$ cat config.mk
export PLATFORM = sky130hd
export DESIGN_NAME = mult_top
export DESIGN_NICKNAME = d
export VERILOG_FILES = /design/src/rtl/mult_pkg.sv /design/src/rtl/mult_issue.sv /design/src/rtl/mult_core.sv /design/src/rtl/mult_result.sv /design/src/rtl/mult_top.sv
export VERILOG_INCLUDE_DIRS = /design/src /design/src/include
export SDC_FILE = /design/constraint.sdc
export NUM_CORES = 2
export LEC_CHECK = 0
export BUFFER_PORTS_ARGS = -buffer_cell sky130_fd_sc_hd__clkbuf_2
export CAP_MARGIN = 20
export CORE_MARGIN = 2
export CORE_UTILIZATION = 55
export DETAILED_ROUTE_END_ITERATION = 8
export HOLD_SLACK_MARGIN = 0.1
export PLACE_DENSITY = 0.72
export SLEW_MARGIN = 0
export SYNTH_ARGS = -nofsm -noshare
export SYNTH_HDL_FRONTEND = slang
export SYNTH_HIERARCHICAL = 1
export SYNTH_SLANG_ARGS = --single-unit
$ cat constraint.sdc
create_clock -name clk -period 10.5 [get_ports clk]
set_input_delay 0.525 -clock clk [delete_from_list [all_inputs] [get_ports clk]]
set_output_delay 0.525 -clock clk [all_outputs]
set_load 0.02 [all_outputs]
$ cat src/include/mult_cfg.svh
////////////////////
// Widths of the RV32M multiplier unit
// MULT_HALF must stay at half of MULT_XLEN, the core splits operands in two halves
////////////////////

`ifndef MULT_CFG_SVH
`define MULT_CFG_SVH

////////////////////
// Data path widths
////////////////////

// Operand and result word
`define MULT_XLEN 32

// One operand half, without the extension bit
`define MULT_HALF 16

// The four partial products together cover
// MULT_XLEN by MULT_XLEN bits, so the high word
// of the full product comes out of the accumulator
// after the last half-product step

`endif

$ cat src/rtl/mult_pkg.sv
////////////////////
// Shared types of the multiplier unit
// Widths come from the cfg header
////////////////////

`default_nettype none

`include "mult_cfg.svh"

package mult_pkg;

  ////////////////////
  // Data types
  ////////////////////

  // Operand or result word
  typedef logic [`MULT_XLEN-1:0] word_t;

  // Operand half plus one extension bit
  // High halves take the sign bit or zero, low halves always zero
  typedef logic signed [`MULT_HALF:0] half_t;

  // Accumulator for shifted partial products and carry
  typedef logic signed [`MULT_XLEN+1:0] acc_t;

  ////////////////////
  // Operators and states
  ////////////////////

  // RV32M multiply flavors
  typedef enum logic [1:0] {
    MUL_M32 = 2'b00,
    MUL_H   = 2'b01,
    MUL_HSU = 2'b10,
    MUL_HU  = 2'b11
  } mul_op_e;

  // Core FSM, one state per half product
  typedef enum logic [2:0] {
    IDLE,
    ALBL,
    ALBH,
    AHBL,
    AHBH
  } mult_state_e;

endpackage

`default_nettype wire

$ cat src/rtl/mult_issue.sv
////////////////////
// Input register of the multiplier, holds one accepted operation
// Sender keeps operator and operands stable while valid_i waits for ready_o
////////////////////

`timescale 1ns/10ps
`default_nettype none

module mult_issue
  import mult_pkg::*;
(
  input  wire logic       clk,
  input  wire logic       arst_n_i,
  // Upstream side
  input  wire logic       valid_i,
  output logic            ready_o,
  input  mul_op_e         operator_i,
  input  word_t           op_a_i,
  input  word_t           op_b_i,
  // Towards the core
  output logic            iss_valid_o,
  input  wire logic       iss_ready_i,
  output mul_op_e         iss_op_o,
  output word_t           iss_a_o,
  output word_t           iss_b_o,
  output logic [1:0]      iss_sign_o
);

  logic       full_q;
  logic       accept;
  logic [1:0] sign_d;

  // Room when empty or when the core drains the entry now
  assign ready_o = !full_q || iss_ready_i;
  assign accept  = valid_i && ready_o;

  // Operand signedness, bit 0 for a and bit 1 for b
  // MUL_M32 ignores it, the lower word is the same either way
  always_comb begin
    case (operator_i)
      MUL_H:   sign_d = 2'b11;
      MUL_HSU: sign_d = 2'b01;
      default: sign_d = 2'b00;
    endcase
  end

  // Occupancy flag
  always_ff @(posedge clk or negedge arst_n_i) begin
    if (!arst_n_i) begin
      full_q <= 1'b0;
    end else if (accept) begin
      full_q <= 1'b1;
    end else if (iss_ready_i) begin
      full_q <= 1'b0;
    end
  end

  // Operation payload
  always_ff @(posedge clk) begin
    if (accept) begin
      iss_op_o   <= operator_i;
      iss_a_o    <= op_a_i;
      iss_b_o    <= op_b_i;
      iss_sign_o <= sign_d;
    end
  end

  assign iss_valid_o = full_q;

  // Stalled sender must not change the pending operation
  a_input_stable : assert property (@(posedge clk) disable iff (!arst_n_i)
    (valid_i && !ready_o) |=>
      ($stable(operator_i) && $stable(op_a_i) && $stable(op_b_i)))
    else $error("operator or operands changed while waiting for ready_o");

endmodule

`default_nettype wire

$ cat src/rtl/mult_core.sv
////////////////////
// Multiplier core, MUL in one cycle, MULH flavors in four 17x17 steps
// Takes a new operation only in IDLE, holds a result until res_ready_i
////////////////////

`timescale 1ns/10ps
`default_nettype none

`include "mult_cfg.svh"

module mult_core
  import mult_pkg::*;
(
  input  wire logic  clk,
  input  wire logic  arst_n_i,
  // From the issue register
  input  wire logic  iss_valid_i,
  output logic       iss_ready_o,
  input  mul_op_e    iss_op_i,
  input  word_t      iss_a_i,
  input  word_t      iss_b_i,
  input  wire logic [1:0] iss_sign_i,
  // To the result buffer
  output logic       res_valid_o,
  input  wire logic  res_ready_i,
  output word_t      res_data_o
);

  mult_state_e state_q;
  mult_state_e state_d;
  acc_t        acc_q;
  acc_t        acc_d;
  acc_t        pp;
  acc_t        sum;
  half_t       a_lo;
  half_t       a_hi;
  half_t       b_lo;
  half_t       b_hi;
  half_t       mul_a;
  half_t       mul_b;
  word_t       a_q;
  word_t       b_q;
  word_t       mul_res_q;
  logic [1:0]  sign_q;
  logic        mul_valid_q;
  logic        take;

  // New work only in IDLE with no MUL result left behind
  assign iss_ready_o = (state_q == IDLE) && (!mul_valid_q || res_ready_i);
  assign take        = iss_valid_i && iss_ready_o;

  ////////////////////
  // Half-product datapath
  ////////////////////

  // Low halves zero extended, high halves follow the signedness
  assign a_lo = {1'b0, a_q[`MULT_HALF-1:0]};
  assign b_lo = {1'b0, b_q[`MULT_HALF-1:0]};
  assign a_hi = {sign_q[0] & a_q[`MULT_XLEN-1], a_q[`MULT_XLEN-1:`MULT_HALF]};
  assign b_hi = {sign_q[1] & b_q[`MULT_XLEN-1], b_q[`MULT_XLEN-1:`MULT_HALF]};

  // Pick the halves for this step
  always_comb begin
    case (state_q)
      ALBH: begin
        mul_a = a_lo;
        mul_b = b_hi;
      end
      AHBL: begin
        mul_a = a_hi;
        mul_b = b_lo;
      end
      AHBH: begin
        mul_a = a_hi;
        mul_b = b_hi;
      end
      default: begin
        mul_a = a_lo;
        mul_b = b_lo;
      end
    endcase
  end

  // One signed 17x17 product per cycle, added to the accumulator
  assign pp  = mul_a * mul_b;
  assign sum = acc_q + pp;

  ////////////////////
  // FSM
  ////////////////////

  always_comb begin
    state_d = state_q;
    acc_d   = acc_q;
    case (state_q)
      IDLE: begin
        if (take && (iss_op_i != MUL_M32)) begin
          state_d = ALBL;
        end
      end
      // Drop the low 16 bits, they never reach the high word
      ALBL: begin
        acc_d   = sum >>> `MULT_HALF;
        state_d = ALBH;
      end
      // Cross term at the same weight, no shift
      ALBH: begin
        acc_d   = sum;
        state_d = AHBL;
      end
      AHBL: begin
        acc_d   = sum >>> `MULT_HALF;
        state_d = AHBH;
      end
      // Result is on sum, hold until the buffer takes it
      AHBH: begin
        if (res_ready_i) begin
          acc_d   = '0;
          state_d = IDLE;
        end
      end
      default: begin
        state_d = IDLE;
      end
    endcase
  end

  always_ff @(posedge clk or negedge arst_n_i) begin
    if (!arst_n_i) begin
      state_q     <= IDLE;
      acc_q       <= '0;
      mul_valid_q <= 1'b0;
    end else begin
      state_q <= state_d;
      acc_q   <= acc_d;
      if (take && (iss_op_i == MUL_M32)) begin
        mul_valid_q <= 1'b1;
      end else if (res_ready_i) begin
        mul_valid_q <= 1'b0;
      end
    end
  end

  // Operands and the lower product word
  always_ff @(posedge clk) begin
    if (take) begin
      a_q       <= iss_a_i;
      b_q       <= iss_b_i;
      sign_q    <= iss_sign_i;
      mul_res_q <= iss_a_i * iss_b_i;
    end
  end

  // MUL result and AHBH never overlap
  assign res_valid_o = mul_valid_q || (state_q == AHBH);
  assign res_data_o  = (state_q == AHBH) ? sum[`MULT_XLEN-1:0] : mul_res_q;

  // Previous MULH must have cleared the accumulator on its way out
  a_acc_zero_albl : assert property (@(posedge clk) disable iff (!arst_n_i)
    (state_q == ALBL) |-> (acc_q == '0))
    else $error("accumulator not zero at start of MULH");

  a_acc_zero_mul : assert property (@(posedge clk) disable iff (!arst_n_i)
    mul_valid_q |-> (acc_q == '0))
    else $error("accumulator not zero during MUL");

endmodule

`default_nettype wire

$ cat src/rtl/mult_result.sv
////////////////////
// One-entry result buffer between core and downstream stage
// result_o holds while result_valid_o waits for result_ready_i
////////////////////

`timescale 1ns/10ps
`default_nettype none

module mult_result
  import mult_pkg::*;
(
  input  wire logic clk,
  input  wire logic arst_n_i,
  // From the core
  input  wire logic res_valid_i,
  output logic      res_ready_o,
  input  word_t     res_data_i,
  // Downstream side
  output logic      result_valid_o,
  output word_t     result_o,
  input  wire logic result_ready_i
);

  logic  full_q;
  word_t data_q;
  logic  load;

  // Accept when empty or when the entry leaves this cycle
  assign res_ready_o = !full_q || result_ready_i;
  assign load        = res_valid_i && res_ready_o;

  // Full flag
  always_ff @(posedge clk or negedge arst_n_i) begin
    if (!arst_n_i) begin
      full_q <= 1'b0;
    end else if (load) begin
      full_q <= 1'b1;
    end else if (result_ready_i) begin
      full_q <= 1'b0;
    end
  end

  // Result word
  always_ff @(posedge clk) begin
    if (load) begin
      data_q <= res_data_i;
    end
  end

  assign result_valid_o = full_q;
  assign result_o       = data_q;

  // Stalled result stays put and stays valid
  a_result_stable : assert property (@(posedge clk) disable iff (!arst_n_i)
    (result_valid_o && !result_ready_i) |=> (result_valid_o && $stable(result_o)))
    else $error("result changed under back-pressure");

endmodule

`default_nettype wire

$ cat src/rtl/mult_top.sv
////////////////////
// RV32M multiplier unit, issue register, core and result buffer
// Up to three operations in flight, results leave in acceptance order
////////////////////

`timescale 1ns/10ps
`default_nettype none

module mult_top
  import mult_pkg::*;
(
  input  wire logic clk,
  input  wire logic arst_n_i,
  // Operation input
  input  wire logic valid_i,
  output logic      ready_o,
  input  mul_op_e   operator_i,
  input  word_t     op_a_i,
  input  word_t     op_b_i,
  // Result output
  output logic      result_valid_o,
  output word_t     result_o,
  input  wire logic result_ready_i
);

  ////////////////////
  // Internal links
  ////////////////////

  // Issue to core
  logic       iss_valid;
  logic       iss_ready;
  mul_op_e    iss_op;
  word_t      iss_a;
  word_t      iss_b;
  logic [1:0] iss_sign;

  // Core to result buffer
  logic       res_valid;
  logic       res_ready;
  word_t      res_data;

  // Input register
  mult_issue issue_i (
    .clk         (clk),
    .arst_n_i    (arst_n_i),
    .valid_i     (valid_i),
    .ready_o     (ready_o),
    .operator_i  (operator_i),
    .op_a_i      (op_a_i),
    .op_b_i      (op_b_i),
    .iss_valid_o (iss_valid),
    .iss_ready_i (iss_ready),
    .iss_op_o    (iss_op),
    .iss_a_o     (iss_a),
    .iss_b_o     (iss_b),
    .iss_sign_o  (iss_sign)
  );

  // Multiply FSM and datapath
  mult_core core_i (
    .clk         (clk),
    .arst_n_i    (arst_n_i),
    .iss_valid_i (iss_valid),
    .iss_ready_o (iss_ready),
    .iss_op_i    (iss_op),
    .iss_a_i     (iss_a),
    .iss_b_i     (iss_b),
    .iss_sign_i  (iss_sign),
    .res_valid_o (res_valid),
    .res_ready_i (res_ready),
    .res_data_o  (res_data)
  );

  // Output buffer
  mult_result result_i (
    .clk            (clk),
    .arst_n_i       (arst_n_i),
    .res_valid_i    (res_valid),
    .res_ready_o    (res_ready),
    .res_data_i     (res_data),
    .result_valid_o (result_valid_o),
    .result_o       (result_o),
    .result_ready_i (result_ready_i)
  );

endmodule

`default_nettype wire

Yosys cells after proc, flatten, opt, wreduce, memory -nomap -nowiden:

Cells that the tools add are included.

* input port bits: 70
* output and inout port bits: 34
* flip-flop bits (word level): 238
* logic and storage cells: 67

* multiplexer cells: 15
* eq/ne operators: 8
* multipliers: 2
* bitwise gates (word level): 2
* add/sub/neg operators: 1
* reduce and logical (&&, ||, !) cells: 25

Operators by type and width (number)
* 34-bit case mux with 3 select lines: 1
* 34-bit adder: 1
* 17-bit by 17-bit multiplier with 34-bit output: 1
* 17-bit two-way mux: 2
* 34-bit two-way mux: 1
* 32-bit by 32-bit multiplier with 32-bit output: 1
* 32-bit two-way mux: 1
* 3-bit case mux with 5 select lines: 1
* 2-bit nonzero test: 4
* 3-bit by 2-bit equality test with 1-bit output, second input constant: 2
* 1-bit logical AND: 6
* 1-bit two-way mux: 6
* 3-bit two-way mux: 2
* 2-bit OR reduction: 3
* 1-bit logical OR: 4
* 2-bit case mux with 2 select lines: 1
* 2-bit AND reduction: 2
* 3-bit by 1-bit equality test with 1-bit output, second input constant: 1
* 3-bit equality test, second input constant: 1
* 1-bit zero test: 3
* 3-bit zero test: 1
* 3-bit nonzero test: 1
* 1-bit bitwise AND: 2
* 2-bit by 1-bit equality test with 1-bit output, second input constant: 1
* other kinds (4): 4

Longest topological paths before layout:

* depth in word-level cells: 8
* gate-level depth with buffers: 32
* mapped depth without buffers: 28

By module:

The synthesis kept the hierarchy.

By module, submodules not included
* mult_core: sequential area each 3893.7 um2, times used 1, cells each 3592, area an instance 33512.1 um2
* mult_issue: sequential area each 2067.0 um2, times used 1, cells each 75, area an instance 2115.8 um2
* mult_result: sequential area each 985.9 um2, times used 1, cells each 36, area an instance 1014.7 um2

Worst setup path after synthesis:

Ideal clock, no wire load.

* kind: reg2reg
* start point: reg core_i.state_q[1]
* end point: reg core_i.acc_q[32]
* path buffers: 3
* period minus slack after synthesis: 7720 ps
* stages on the path, launching flop included: 30
* data required time: 10374 ps
* setup time: 126 ps
* slack: 2780 ps
* data arrival time: 7594 ps
* path through: dfrtp_1 > buf_2 > nor2_1 > nand2_1 > nand2_1 > buf_2 > buf_2 > nand3_1 > nor2_1 > inv_1 > fa_1 > fa_1 > inv_1 > fa_1 > inv_1 > fa_1 > inv_1 > fa_1 > inv_1 > fa_1 > inv_1 > ha_1 > or3_1 > o211ai_1 > o22ai_2 > nor3_1 > o31ai_2 > xnor2_1 > o21ai_4 > o32a_1

* cells in the longest elaborated chain, start to end: 6
* elaborated cells on any way between the ends: 15
* classes of those cells: add/sub (1); mul (1); eq/ne (5); mux (3); reduce/logical (5)

Ends and longest elaborated chain
* from (decl): RTL line mult_core.sv:29 `mult_state_e state_q;`
* from (signal assigned): RTL line mult_core.sv:134 `state_q <= state_d;`
* 3-bit by 2-bit equality test with 1-bit output or 3-bit equality test (tied branches): RTL line mult_core.sv:64, mult_core.sv:95
* 2-bit OR reduction (no line)
* 17-bit two-way mux: RTL line mult_core.sv:64 `case (state_q)`
* 17-bit by 17-bit multiplier with 34-bit output: RTL line mult_core.sv:85 `assign pp = mul_a * mul_b;`
* 34-bit adder: RTL line mult_core.sv:86 `assign sum = acc_q + pp;`
* 34-bit case mux with 3 select lines: RTL line mult_core.sv:95 `case (state_q)`
* to (signal assigned): RTL line mult_core.sv:131 `acc_q <= '0;`
* to (signal assigned): RTL line mult_core.sv:135 `acc_q <= acc_d;`
* to (decl): RTL line mult_core.sv:31 `acc_t acc_q;`

Parallel ways exist; a longest one is shown, timed or not.
A chain may end at the register's enable or synchronous reset.

Final worst setup path:

* start point: reg core_i.state_q[2]
* end point: reg core_i.acc_q[32]

The elaborated chain is that of the path after synthesis.

==> results.md <==
- CTS Buf Count: 28
- Wire per inst: 20.33 µm
- Syn Inst Count: around 3700
- Asr flop ratio synth: 16.81%
- Worst path slowest cell: nand2_1
- Nets: 4805
- Initial antenna violation count: 0
- Clock transition at the registers of the reported paths: ~0.06 ns
- PostCTS Resize Cnt: 0
- Worst skew pair latency: between 0.5 and 0.6 ns
- Highest metal used: met4
- Antenna fix cells: 0
- Met2 wire length: ~46 mm
- # DRC: 0
- DP HPWL: between 70 and 80 mm
- Vias in the first global route: approximately 27000
- Clock tree sinks: ~240
- Number of DRC markers in iteration 0: 1742
- Reg-to-Reg Start: core_i/state_q[2]
- Family with the most delay on the worst path: adder cells
- Final worst setup slack: between 1.5 and 2 ns
- Multi-input logic area: ~0.026 mm²
- Worst Clk Skew: 0.03175 ns
- Row cnt: 94
- DRT met1 WL: 37.63 mm
- Io pins: ~100
- Setup Buffers After CTS: 0
- Root buffer cell: clkbuf_16
- Core footprint: around 0.066 mm²
- Commonest cells after routing, fill and taps aside: 908 x inv_1, 747 x fa_1, 537 x nand2_1, 226 x ha_1, 204 x nor2_1
- Fmax: ~110 MHz
- Commonest non-fill, non-tap cell in the layout: inv_1
- Slew @ Worst Pin: approximately 1.2 ns
- TNS Setup: 0 ns
- ANT nets after route: 0
- Vias: 25440
- Synth Area per Inst: slightly below 10 µm²
- Mapped Nets: ~4700
- Mapped cell area: roughly 0.037 mm²
- Final slew viol count: 0
- RePlAce Congestion: roughly 0.95
- Tcrit/Tclk final: a little under nine tenths
- Port buffer count: 103
- MaxCap Viol Count: 0
- Post-synth EDFFs: about 200
- RSZ-0062 raised after global routing: false
- Crit-path max FO: 17
- Synth Flop Type: edfxtp_1
- Chip Width: approximately 260 µm
- Die ar.: roughly 0.069 mm²
- Seq/Total Area, Yosys: between 10% and 20%
- Worst path most repeated cell: inv_1
- Drt via density: between 5 and 6
- Total track usage: ~29%
- Met3 Routed Length: about 7.1 mm
- Register Area: about 0.007 mm²
- YS warnings: 6
- CP Capture Type: flip-flop
- Hold Startpoint: op_b_i[7]
- CTS Buffer Depth: 3
- Final setup viols: 0
- Post-synth cell types: 70
- First-pass GRT wire length: 148.9 mm
- Pin count of the biggest net entering global routing: 69
- DR pass1 iterations: 5
- H-Tree Depth: 1
- Period minus WS final: 8.975 ns
- Final Routed Wirelength: between 90 and 100 mm
- WHS: 0.1245 ns
- Worst slack, placed: between 1.5 and 2 ns
- FF+latch count, synth: 238
- Min-delay worst type: in -> reg
- Crit Path Category: reg -> reg
- Final hold viol count: 0
- Fillers: between 5000 and 6000
- Worst EP arrival: roughly 9.5 ns
- Worst setup startpoint: core_i/state_q[2]
- Slowest stage delay, CP: 0.68 ns
- Placed Instances: ~4600
- Die Ht: roughly 260 µm
- Area delta synth->final: 7.235%
- Critical path buffers and inverters: 6
- Startpoint Class: flip-flop
- Status: finished, final reports clean
- Non-Filler Instances: 4648
- Relative slew slack: 19.84%
- Share of layout cells above drive strength 1: just over 7%
- CTS tree: yes
- Req. time, crit path: 11.02 ns
- Initial Utilization: a little under three fifths
- Total gr overflow: 0
-- final cells by class --
class                   count  area share, %
inverters                 908          8.674
multi-input cells        2419          65.55
well taps                 864          2.751
clock inverters            23         0.9266
clock buffers              29          1.793
repair buffers            167          2.630
flip-flops and latches    238          17.68
-- routing by layer --
| layer | global-route usage, % | vias up |
|---|---|---|
| li1 | - | 11130 |
| met1 | 38.29 | 13130 |
| met2 | 48.50 | 983 |
| met3 | 3.964 | 205 |
| met4 | 9.714 | 0 |
| met5 | 0 | - |
-- logic make-up after synthesis --
group                    Yosys count  share of synthesized area (%)
buffers and inverters           1046                          10.78
adder cells (fa/ha/maj)          973                          48.53
XOR/XNOR                         124                          2.964
flip-flops                       238                          18.96
AND/OR/NAND/NOR                 1026                          12.47
multiplexers                      56                          1.615
AO/OA/AOI/OAI                    240                          4.685
-- synthesized netlist by cell type (7+ instances only) --
master	count	area, µm²
a211oi_1	11	82.58
a21o_1	22	165.2
a21oi_1	49	245.2
a2bb2oi_2	10	150.1
a31oi_1	7	43.79
and2_1	199	1245
and3_1	7	43.79
buf_2	11	55.05
clkbuf_1	122	457.9
dfrtp_1	40	1001
edfxtp_1	198	5946
fa_1	747	14950
ha_1	226	2828
inv_1	908	3408
mux2_2	24	270.3
mux2i_1	31	310.3
nand2_1	538	2019
nand2b_1	16	100.1
nand3_1	8	40.04
nor2_1	205	769.5
nor2b_1	8	50.05
nor3_1	14	70.07
o21a_1	18	135.1
o21ai_0	57	285.3
o21bai_1	9	67.56
o221ai_1	10	87.58
or2_2	10	62.56
xnor2_1	95	832.1
xor2_1	29	254.0
-- worst paths after layout --
check	slack, ns	end	cells past startpoint
max in group asynchronous	9.52	result_i/result_valid_o	3
min in group asynchronous	0.58	core_i/acc_q[2]	3
min	0.12	issue_i/iss_b_o[7]	1
min reg2reg	0.44	core_i/sign_q[0]	0
max reg2reg	1.52	core_i/acc_q[32]	27
max	1.52	core_i/acc_q[32]	27
-- worst reg2reg max path, cell delays in order (launching register included) --
cell	delay [ns]
dfrtp_1	0.51
nor2b_1	0.43
nand2_1	0.14
nand2_1	0.68
nand3_1	0.40
nor2_1	0.42
inv_1	0.53
fa_1	0.66
fa_1	0.52
inv_1	0.04
ha_1	0.26
inv_1	0.05
fa_1	0.49
inv_1	0.05
fa_1	0.53
inv_1	0.05
fa_1	0.47
inv_1	0.04
ha_1	0.42
nand4_1	0.19
nor2_1	0.24
nand4_1	0.15
o22ai_2	0.26
nor3_1	0.13
o31ai_2	0.29
xnor2_1	0.17
o21ai_4	0.54
o32a_1	0.26
-- timing repair --
action / in CTS / in global routing
setup endpoints to repair: 0 / 0
hold buffers: 7 / 0
endpoints found under the hold margin: 46 / 0
-- sequential cells by signal, summed over array words and instances, names as in the netlist --
register	cells
core_i/a_q	32
core_i/acc_q	34
core_i/b_q	32
core_i/mul_res_q	32
core_i/mul_valid_q	1
core_i/sign_q	2
core_i/state_q	3
issue_i/iss_a_o	32
issue_i/iss_b_o	32
issue_i/iss_op_o	2
issue_i/iss_sign_o	2
issue_i/iss_valid_o	1
result_i/result_o	32
result_i/result_valid_o	1
-- per-stage QoR --
stage	cell area, µm²	utilization, %
5_1_grt	39290	59.66
6_report	39290	59.66
3_5_place_dp	38130	57.89
3_3_place_gp	38130	57.89
4_1_cts	39270	59.62
2_1_floorplan	36640	-
Power is left out: the tool's default activity adds up to more than one toggle a clock period on the data nets, which glitch-free logic cannot reach.
